### src/source/clkPkg.sv
/* Shared widths, diagnostic function codes, structs and the run-state enum
   for the clock board; modules refer to these by scoped name */
package clkPkg;

  typedef logic [2:0] diagFuncT;
  typedef logic [3:0] diagDataT;
  typedef logic [7:0] burstCountT;
  typedef logic [1:0] rateSelT;
  typedef logic [1:0] cramTimeT;
  typedef logic [5:0] readWordT;
  typedef logic [2:0] rateDivT;
  typedef logic [2:0] cycleTimerT;

  // Control functions (00x)
  localparam diagFuncT fnStop       = 3'd0;
  localparam diagFuncT fnStart      = 3'd1;
  localparam diagFuncT fnSingleStep = 3'd2;
  localparam diagFuncT fnBurst      = 3'd5;
  localparam diagFuncT fnClrReset   = 3'd6;
  localparam diagFuncT fnSetReset   = 3'd7;

  // Load functions (04x)
  localparam diagFuncT fnLdBurstLsb = 3'd2;
  localparam diagFuncT fnLdBurstMsb = 3'd3;
  localparam diagFuncT fnLdRate     = 3'd4;
  localparam diagFuncT fnLdEboxDis  = 3'd5;

  // Readback selects
  localparam diagFuncT rdBurst = 3'd0;
  localparam diagFuncT rdRun   = 3'd1;
  localparam diagFuncT rdEbox  = 3'd2;

  // Shortest EBOX cycle in ticks
  localparam cycleTimerT cycleBase = 3'd2;

  typedef struct packed {
    logic     start;
    logic     stop;
    logic     singleStep;
    logic     burst;
    logic     ldBurstLsb;
    logic     ldBurstMsb;
    diagDataT data;
  } diagCmdT;

  typedef struct packed {
    rateSelT rateSel;
    logic    crmDis;
    logic    edpDis;
    logic    ctlDis;
  } clkCfgT;

  typedef enum logic [1:0] {
    runIdle,
    runGo,
    runBurst,
    runStep
  } runStateT;

endpackage

### src/source/clkDiagFunc.sv
/* Diagnostic function decoder: turns control and load strobes into command
   pulses and keeps the rate, section-disable and machine-reset registers */
`timescale 1ns/1ps

module clkDiagFunc (
  input  logic              CLK,
  input  logic              rstN,
  input  clkPkg::diagFuncT  diagFunc,
  input  logic              diagCtl,
  input  logic              diagLd,
  input  clkPkg::diagDataT  ebusData,
  output clkPkg::diagCmdT   cmd,
  output clkPkg::clkCfgT    cfg,
  output logic              mrReset
);

  // Command pulses follow the strobe in the same cycle
  always_comb begin
    cmd = '0;
    cmd.data = ebusData;
    if (diagCtl) begin
      case (diagFunc)
        clkPkg::fnStop:       cmd.stop = 1'b1;
        clkPkg::fnStart:      cmd.start = 1'b1;
        clkPkg::fnSingleStep: cmd.singleStep = 1'b1;
        clkPkg::fnBurst:      cmd.burst = 1'b1;
        default: ;
      endcase
    end
    if (diagLd) begin
      case (diagFunc)
        clkPkg::fnLdBurstLsb: cmd.ldBurstLsb = 1'b1;
        clkPkg::fnLdBurstMsb: cmd.ldBurstMsb = 1'b1;
        default: ;
      endcase
    end
  end

  // Machine reset comes up set and is cleared by software
  always_ff @(posedge CLK) begin
    if (!rstN) begin
      mrReset <= 1'b1;
    end else if (diagCtl) begin
      if (diagFunc == clkPkg::fnSetReset) begin
        mrReset <= 1'b1;
      end else if (diagFunc == clkPkg::fnClrReset) begin
        mrReset <= 1'b0;
      end
    end
  end

  // Rate uses the low two data bits, disables use bits 2..0
  always_ff @(posedge CLK) begin
    if (!rstN) begin
      cfg <= '0;
    end else if (diagLd) begin
      case (diagFunc)
        clkPkg::fnLdRate: begin
          cfg.rateSel <= ebusData[1:0];
        end
        clkPkg::fnLdEboxDis: begin
          cfg.crmDis <= ebusData[2];
          cfg.edpDis <= ebusData[1];
          cfg.ctlDis <= ebusData[0];
        end
        default: ;
      endcase
    end
  end

endmodule

### src/source/clkRunGate.sv
/* Run gate: rate divider, run-mode FSM and burst counter; emits the one-cycle
   clkTick enable that stands in for the gated board clock */
`timescale 1ns/1ps

module clkRunGate (
  input  logic                CLK,
  input  logic                rstN,
  input  clkPkg::diagCmdT     cmd,
  input  clkPkg::rateSelT     rateSel,
  output logic                clkTick,
  output clkPkg::runStateT    runState,
  output clkPkg::burstCountT  burstCount
);

  clkPkg::rateDivT rateDiv;
  logic            rateStrobe;
  logic            burstZero;

  always_ff @(posedge CLK) begin
    if (!rstN) begin
      rateDiv <= '0;
    end else begin
      rateDiv <= rateDiv + 3'd1;
    end
  end

  // One strobe every 1, 2, 4 or 8 cycles
  always_comb begin
    case (rateSel)
      2'd0:    rateStrobe = 1'b1;
      2'd1:    rateStrobe = (rateDiv[0] == 1'b0);
      2'd2:    rateStrobe = (rateDiv[1:0] == 2'b00);
      default: rateStrobe = (rateDiv == 3'b000);
    endcase
  end

  assign burstZero = (burstCount == '0);

  assign clkTick = rateStrobe &
                   ((runState == clkPkg::runGo) |
                    ((runState == clkPkg::runBurst) & ~burstZero) |
                    (runState == clkPkg::runStep));

  // Commands override whatever the current mode is doing
  always_ff @(posedge CLK) begin
    if (!rstN) begin
      runState <= clkPkg::runIdle;
    end else if (cmd.stop) begin
      runState <= clkPkg::runIdle;
    end else if (cmd.start) begin
      runState <= clkPkg::runGo;
    end else if (cmd.burst) begin
      runState <= clkPkg::runBurst;
    end else if (cmd.singleStep) begin
      runState <= clkPkg::runStep;
    end else begin
      case (runState)
        clkPkg::runStep: if (clkTick) runState <= clkPkg::runIdle;
        clkPkg::runBurst: if (burstZero) runState <= clkPkg::runIdle;
        default: ;
      endcase
    end
  end

  // Nibble loads, else count down one per burst tick
  always_ff @(posedge CLK) begin
    if (!rstN) begin
      burstCount <= '0;
    end else if (cmd.ldBurstLsb) begin
      burstCount[3:0] <= cmd.data;
    end else if (cmd.ldBurstMsb) begin
      burstCount[7:4] <= cmd.data;
    end else if (clkTick && runState == clkPkg::runBurst) begin
      burstCount <= burstCount - 8'd1;
    end
  end

endmodule

### src/source/clkEboxCycle.sv
/* EBOX cycle timer: spaces EBOX clocks by cramTime plus the base tick count
   and gates the CRM, EDP and CTL section clocks by their disable bits */
`timescale 1ns/1ps

module clkEboxCycle (
  input  logic                CLK,
  input  logic                rstN,
  input  logic                clkTick,
  input  clkPkg::cramTimeT    cramTime,
  input  logic                mrReset,
  input  clkPkg::clkCfgT      cfg,
  output logic                eboxClk,
  output logic                crmClk,
  output logic                edpClk,
  output logic                ctlClk,
  output clkPkg::cycleTimerT  cycleTimer
);

  clkPkg::cycleTimerT eboxLimit;
  clkPkg::cycleTimerT timerNext;
  logic               cycleDone;

  assign eboxLimit = {1'b0, cramTime} + clkPkg::cycleBase;
  assign timerNext = cycleTimer + 3'd1;

  // Last tick of the cycle, suppressed while the machine is in reset
  assign cycleDone = clkTick & ~mrReset & (timerNext == eboxLimit);

  always_ff @(posedge CLK) begin
    if (!rstN) begin
      cycleTimer <= '0;
    end else if (mrReset || cycleDone) begin
      cycleTimer <= '0;
    end else if (clkTick) begin
      cycleTimer <= timerNext;
    end
  end

  // Section clocks share the register stage with eboxClk
  always_ff @(posedge CLK) begin
    if (!rstN) begin
      eboxClk <= 1'b0;
      crmClk  <= 1'b0;
      edpClk  <= 1'b0;
      ctlClk  <= 1'b0;
    end else begin
      eboxClk <= cycleDone;
      crmClk  <= cycleDone & ~cfg.crmDis;
      edpClk  <= cycleDone & ~cfg.edpDis;
      ctlClk  <= cycleDone & ~cfg.ctlDis;
    end
  end

endmodule

### src/source/clkDiagRead.sv
/* Diagnostic readback: on a read strobe, registers the status word chosen
   by diagFunc for one cycle; the word is zero when readValid is low */
`timescale 1ns/1ps

module clkDiagRead (
  input  logic                CLK,
  input  logic                rstN,
  input  logic                diagRead,
  input  clkPkg::diagFuncT    diagFunc,
  input  clkPkg::burstCountT  burstCount,
  input  clkPkg::runStateT    runState,
  input  clkPkg::clkCfgT      cfg,
  input  logic                mrReset,
  input  clkPkg::cycleTimerT  cycleTimer,
  output clkPkg::readWordT    readData,
  output logic                readValid
);

  clkPkg::readWordT readWord;

  always_comb begin
    case (diagFunc)
      clkPkg::rdBurst: readWord = burstCount[7:2];
      clkPkg::rdRun:   readWord = {burstCount[1:0], cfg.rateSel,
                                   runState == clkPkg::runGo,
                                   runState == clkPkg::runBurst};
      clkPkg::rdEbox:  readWord = {mrReset, cfg.crmDis, cfg.edpDis, cfg.ctlDis,
                                   cycleTimer[1:0]};
      default:         readWord = '0;
    endcase
  end

  always_ff @(posedge CLK) begin
    if (!rstN) begin
      readValid <= 1'b0;
      readData  <= '0;
    end else begin
      readValid <= diagRead;
      readData  <= diagRead ? readWord : '0;
    end
  end

endmodule

### src/source/clkBoard.sv
/* Clock board top: decoder feeds the run gate, which ticks the EBOX cycle
   timer; the readback block samples state from all three */
`timescale 1ns/1ps

module clkBoard (
  input  logic              CLK,
  input  logic              rstN,
  input  clkPkg::diagFuncT  diagFunc,
  input  logic              diagCtl,
  input  logic              diagLd,
  input  logic              diagRead,
  input  clkPkg::diagDataT  ebusData,
  input  clkPkg::cramTimeT  cramTime,
  output logic              clkTick,
  output logic              eboxClk,
  output logic              crmClk,
  output logic              edpClk,
  output logic              ctlClk,
  output clkPkg::readWordT  readData,
  output logic              readValid
);

  clkPkg::diagCmdT    cmd;
  clkPkg::clkCfgT     cfg;
  logic               mrReset;
  clkPkg::runStateT   runState;
  clkPkg::burstCountT burstCount;
  clkPkg::cycleTimerT cycleTimer;

  clkDiagFunc diagFunc0 (
    .CLK(CLK), .rstN(rstN),
    .diagFunc(diagFunc), .diagCtl(diagCtl), .diagLd(diagLd),
    .ebusData(ebusData),
    .cmd(cmd), .cfg(cfg), .mrReset(mrReset)
  );

  clkRunGate runGate0 (
    .CLK(CLK), .rstN(rstN),
    .cmd(cmd), .rateSel(cfg.rateSel),
    .clkTick(clkTick), .runState(runState), .burstCount(burstCount)
  );

  clkEboxCycle eboxCycle0 (
    .CLK(CLK), .rstN(rstN),
    .clkTick(clkTick), .cramTime(cramTime), .mrReset(mrReset), .cfg(cfg),
    .eboxClk(eboxClk), .crmClk(crmClk), .edpClk(edpClk), .ctlClk(ctlClk),
    .cycleTimer(cycleTimer)
  );

  clkDiagRead diagRead0 (
    .CLK(CLK), .rstN(rstN),
    .diagRead(diagRead), .diagFunc(diagFunc),
    .burstCount(burstCount), .runState(runState), .cfg(cfg),
    .mrReset(mrReset), .cycleTimer(cycleTimer),
    .readData(readData), .readValid(readValid)
  );

endmodule

### config.mk
export PLATFORM = sky130hd
export DESIGN_NAME = clkBoard
export DESIGN_NICKNAME = d
export VERILOG_FILES = /design/src/source/clkPkg.sv /design/src/source/clkDiagFunc.sv /design/src/source/clkRunGate.sv /design/src/source/clkEboxCycle.sv /design/src/source/clkDiagRead.sv /design/src/source/clkBoard.sv
export SDC_FILE = /design/constraint.sdc
export NUM_CORES = 1
export LEC_CHECK = 0
export BUFFER_PORTS_ARGS = -buffer_cell sky130_fd_sc_hd__buf_2
export CAP_MARGIN = 0
export CORE_AREA = 2 2 62 58
export DETAILED_ROUTE_END_ITERATION = 7
export DIE_AREA = 0 0 64 60
export HOLD_SLACK_MARGIN = 0.08
export PLACE_DENSITY = 0.85
export RECOVER_POWER = 25
export SLEW_MARGIN = 30
export SYNTH_ARGS = -nofsm -noshare
export SYNTH_HDL_FRONTEND = slang
export SYNTH_HIERARCHICAL = 1
export SYNTH_SLANG_ARGS = --single-unit
### constraint.sdc
create_clock -name CLK -period 3.8 [get_ports CLK]
set_clock_uncertainty 0.15 [all_clocks]
set_input_delay 1.14 -clock CLK [delete_from_list [all_inputs] [get_ports CLK]]
set_output_delay 1.14 -clock CLK [all_outputs]
set_load 0.05 [all_outputs]
After elaboration in Yosys (flattened, before gate mapping)
Index checks and enable logic that the tools add are counted.
{"block": "classes", "add_sub_neg": 4, "eq_ne": 18, "muxes": 21, "bitwise_logic": 17, "n_reduce_logical": 23}
{"operator": "$pmux 6 s3", "n": 1}
{"operator": "$mux 4", "n": 4}
{"operator": "$eq 3x3->1 const B", "n": 4}
{"operator": "$reduce_and 2->1", "n": 6}
{"operator": "$mux 2", "n": 5}
{"operator": "$logic_not 8->1", "n": 1}
{"operator": "$mux 1", "n": 8}
{"operator": "$mux 8", "n": 1}
{"operator": "$not 1->1", "n": 8}
{"operator": "$sub 8x1->8 const B", "n": 1}
{"operator": "$and 1x1->1", "n": 7}
{"operator": "$add 3x1->3 const B", "n": 2}
{"operator": "$eq 2x2->1 const B", "n": 3}
{"operator": "$eq 3x2->1 const B", "n": 2}
{"operator": "$logic_not 3->1", "n": 2}
{"operator": "$reduce_and 3->1", "n": 2}
{"operator": "$reduce_bool 2->1", "n": 3}
{"operator": "$ne 5x4->1 const B", "n": 1}
{"operator": "$ne 5x5->1 const B", "n": 1}
{"operator": "$reduce_bool 5->1", "n": 1}
{"operator": "$eq 2x1->1 const B", "n": 2}
{"operator": "$logic_not 2->1", "n": 2}
{"operator": "$ne 4x3->1 const B", "n": 1}
{"operator": "$ne 4x4->1 const B", "n": 1}
{"operator": "other kinds (12)", "n": 14}
{"block": "totals", "reg_bits": 33, "in_bits": 14, "word_cells": 100}

Logic depth before layout (Yosys ltp)
{"block": "logic_depth", "word_depth": 11, "mapped_depth": 8, "depth_no_buf": 8}

By module
The synthesis kept the hierarchy.
{"mod": "clkRunGate", "instances": 1, "cells_per_inst": 100, "area_per_inst_um2": 808.3}
{"mod": "clkDiagFunc", "instances": 1, "cells_per_inst": 37, "area_per_inst_um2": 339.1}
{"mod": "clkEboxCycle", "instances": 1, "cells_per_inst": 33, "area_per_inst_um2": 337.8}
{"mod": "clkDiagRead", "instances": 1, "cells_per_inst": 36, "area_per_inst_um2": 336.6}

Least setup slack after synthesis
Ideal clock, no wire load.
{"block": "synth_timing", "path_kind": "reg2out", "startpoint": "reg runGate0.burstCount[0]", "endpoint": "out clkTick", "arrival_time_ns": 1.744, "slack_ns": 0.766, "path_stages_with_launch": 6, "n_path_buf": 0, "path_cell_list": "dfxtp_1 inv_1 ha_1 a31oi_1 nor2_1 nor2_1"}
{"block": "synth_via", "elab_chain_cells": 6}
{"item": "start: declaration", "line": "clkRunGate.sv:12", "text": "output clkPkg::burstCountT burstCount"}
{"item": "start signal: assignment", "line": "clkRunGate.sv:70", "text": "burstCount[3:0] <= cmd.data;"}
{"item": "start signal: assignment", "line": "clkRunGate.sv:74", "text": "burstCount <= burstCount - 8'd1;"}
{"item": "$logic_not 8->1", "line": "clkRunGate.sv:37", "text": "assign burstZero = (burstCount == '0);"}
{"item": "$not 1->1", "line": "clkRunGate.sv:41", "text": "((runState == clkPkg::runBurst) & ~burstZero) |"}
{"item": "$and 1x1->1", "line": "clkRunGate.sv:41"}
{"item": "$or 1x1->1", "line": "clkRunGate.sv:40", "text": "((runState == clkPkg::runGo) |"}
{"item": "$or 1x1->1", "line": "clkRunGate.sv:41"}
{"item": "$and 1x1->1", "line": "clkRunGate.sv:39", "text": "assign clkTick = rateStrobe &"}
{"item": "end: declaration", "line": "clkBoard.sv:14", "text": "output logic clkTick,"}
Every way passes these cells.

Final worst setup path
Same ends and word-level chain as after synthesis.

==> out/qor.yml <==
run_status:
  status: "completed"
placed_design:
  place_congestion: 0.911
  dp_hpwl_um: 2830
  placed_cells: 266
  portBuffers: 25
  placed_area_um2: 1950
cells_and_area:
  instances_no_fill: 274
  drive_gt1_share_pct: 22.2
  area.growth.synth_to_final_pct: 12.5
  final_area_um2: 2050
  diodes: 0
  final_cell_mix: "dfxtp_1, nand2_1, buf_2"
  final_common_cell: "dfxtp_1"
  nets: 247
global_routing:
  overflow: 0
  grt_pass1_vias: 1459
  grt_usage_pct: 22.0
  grt_pass1_wl_um: 6440
  antenna_found_initial: 0
  grt_max_degree: 28
floorplanning:
  die_area_um2: 3840
  num_io_pins: 26
  rows: 20
  initial_core_util_pct: 56.4
  die_h_um: 60
  die_w_um: 64
  core_area_um2: 3230
sta:
  rsz0062_at_grt: "false"
  hold_violations: 0
  worstMarginPinSlew_ps: 1090
  holdWs_ps: 328
  finalSetupViolCount: 0
  relSlewSlack_pct: 27.5
  timing.final.crit_share_pct: 89.6
  slew_viol_final: 0
  period_needed_ps: 3400
  finalSetupTns_ps: 0
  max_freq_mhz: 294
critical_path:
  timing.critical_path.cells: "inv_1 > ha_1 > a31oi_1 > nor2_1 > nor2_1 > buf_2"
  timing.critical_path.from: "runGate0/burstCount[0]"
  critPathKind: "flip-flop to output pin"
  cpMostUsedCell: "nor2_1"
  crit_cells: 6
  reg2reg_depth: 7
  crit_end: "clkTick"
  slowest_delay_ps: 420
  path_max_fanout: 7
  r2r_start: "runGate0/burstCount[0]"
  critPathSlowestCell: "dfxtp_1"
  cp-end-kind: "output pin"
  path_buf_inv: 2
  critical_path_required_ps: 2510
  worst_ep_arrival_time_ps: 2110
  cpLargestDelayFamily: "buffers and inverters"
  critPathLaunchType: "flip-flop"
  ff2ff_setup_slack_ps: 1640
  reg2reg_to: "eboxCycle0/edpClk"
route:
  vias: 1589
  drt_iter0_drc: 87
  avgViaCountPerCell: 5.80
  dr.pass1.iters: 4
  drt-total-wl_um: 3910
  drtAntennaViolNets: 0
  routedWlPerCell_um: 14.3
  route.detailed.drc: 0
min_path:
  min_from: "diagFunc0/cfg[0]"
  min_path_type: "flip-flop to flip-flop"
job:
  cap_viol_max_count: 0
clocking:
  clk_pin_slew_worst_paths_ps: 100
  clock_sinks: 33
  cts_resized: 0
  postCtsSetupBuffers: 0
  cts_buffers: 5
  cts_max_level: 2
  cts_buffer_depth: 2
  cts_root_buffer: "clkbuf_4"
  cts_tree: "built"
  clk-insertion-delay-late_ps: 330
  holdBufCountCts: 0
logic_synthesis:
  yosysWarnings: 6
  synthArstFlopShare_pct: 0
  avgSynthCellArea_um2: 8.84
  seq_area_frac_synth_pct: 36.3
  synth_ff_type: "dfxtp_1"
  synth_edf_count: 0
  netlist_area_um2: 1820
  synth_cells: 206
  ys_types: 57
  synth-seq-cells: 33
  syn-num-nets: 224
pwr:
  peakVddDrop_v: 0.000243
  power_density_nw_per_um2: 403
  leakage_uw: 0.000861
==> through the flow <==
step                utilization [%]  setup slack [ps]  total power [uW]
finish                         63.5               397               826
global route                   63.5               212               858
CTS                            63.5               405               828
detailed placement             60.3               766               503
global placement               60.3               799               500
floorplan                         -               766               472
==> how the worst min path moves through the flow <==
stage                                   end  slack [ps]  cells after the start
after floorplan           eboxCycle0/crmClk         270                      1
after global placement    eboxCycle0/ctlClk         300                      1
after detailed placement  eboxCycle0/edpClk         300                      1
after CTS                 eboxCycle0/ctlClk         330                      1
after global routing      eboxCycle0/ctlClk         340                      1
final                     eboxCycle0/ctlClk         330                      1
==> area by class of cell <==
cell class,count,area (um2)
sequential,33,661
clock buffer,5,37.5
clock inverter,3,65.1
inverter,9,33.8
multi-input combinational,154,1070
fill,271,1180
tap,44,55.1
timing repair buffer,26,131
==> registers in the layout (all words and copies together), names as in the netlist <==
name / cells
diagFunc0/cfg: 5
diagFunc0/mrReset: 1
diagRead0/readData: 6
diagRead0/readValid: 1
eboxCycle0/crmClk: 1
eboxCycle0/ctlClk: 1
eboxCycle0/cycleTimer: 3
eboxCycle0/eboxClk: 1
eboxCycle0/edpClk: 1
runGate0/burstCount: 8
runGate0/rateDiv: 3
runGate0/runState: 2
==> power by group <==
part	internal [uW]	switching (uW)	total, uW
clock	204	124	328
combinational	52.2	73.1	125
sequential	358	15.4	373
==> synth_stat cells, drive strengths merged, types with 2 or more instances <==
master	instances	area share (%)
or3b	2	0.96
and4bb	2	1.4
nor4	5	2.1
mux2i	14	7.7
a21oi	10	2.7
a21boi	2	0.82
o211ai	3	1.2
buf	7	2.7
a31oi	3	1.0
mux2	2	1.6
xor2	4	1.9
xnor2	3	1.4
a22oi	2	0.82
and4b	2	1.1
nand3b	2	0.82
and2	4	1.4
o21ai	13	3.6
clkbuf	3	0.62
nand2b	4	1.4
a31o	2	0.96
inv	9	1.9
and2b	3	1.4
a211oi	4	1.6
nor2b	2	0.69
or2	6	2.2
nor2	9	1.9
dfxtp	33	36
ha	4	2.7
nor3	6	2.2
nand2	25	5.2
==> layer usage <==
layer / share of wire [%] / up-vias / GRT usage [%]
li1: - / 789 / -
met2: 47 / 66 / 36.2
met5: 0 / - / 0
met1: 44 / 727 / 27.6
met4: 1.2 / 0 / 10.9
met3: 7.3 / 7 / 4.71
==> cells by family (layout without fill, tap and decap cells) <==
kind of cell | after synthesis | count (layout) | share of synthesized area (%)
XOR/XNOR | 7 | 7 | 3.37
adder cells (fa/ha/maj) | 4 | 4 | 2.75
AND/OR/NAND/NOR | 80 | 80 | 26.0
flip-flops | 33 | 33 | 36.3
buffers and inverters | 19 | 43 | 5.22
AO/OA/AOI/OAI | 47 | 47 | 17.0
multiplexers | 16 | 16 | 9.34
(Power assumes the default switching activity.)
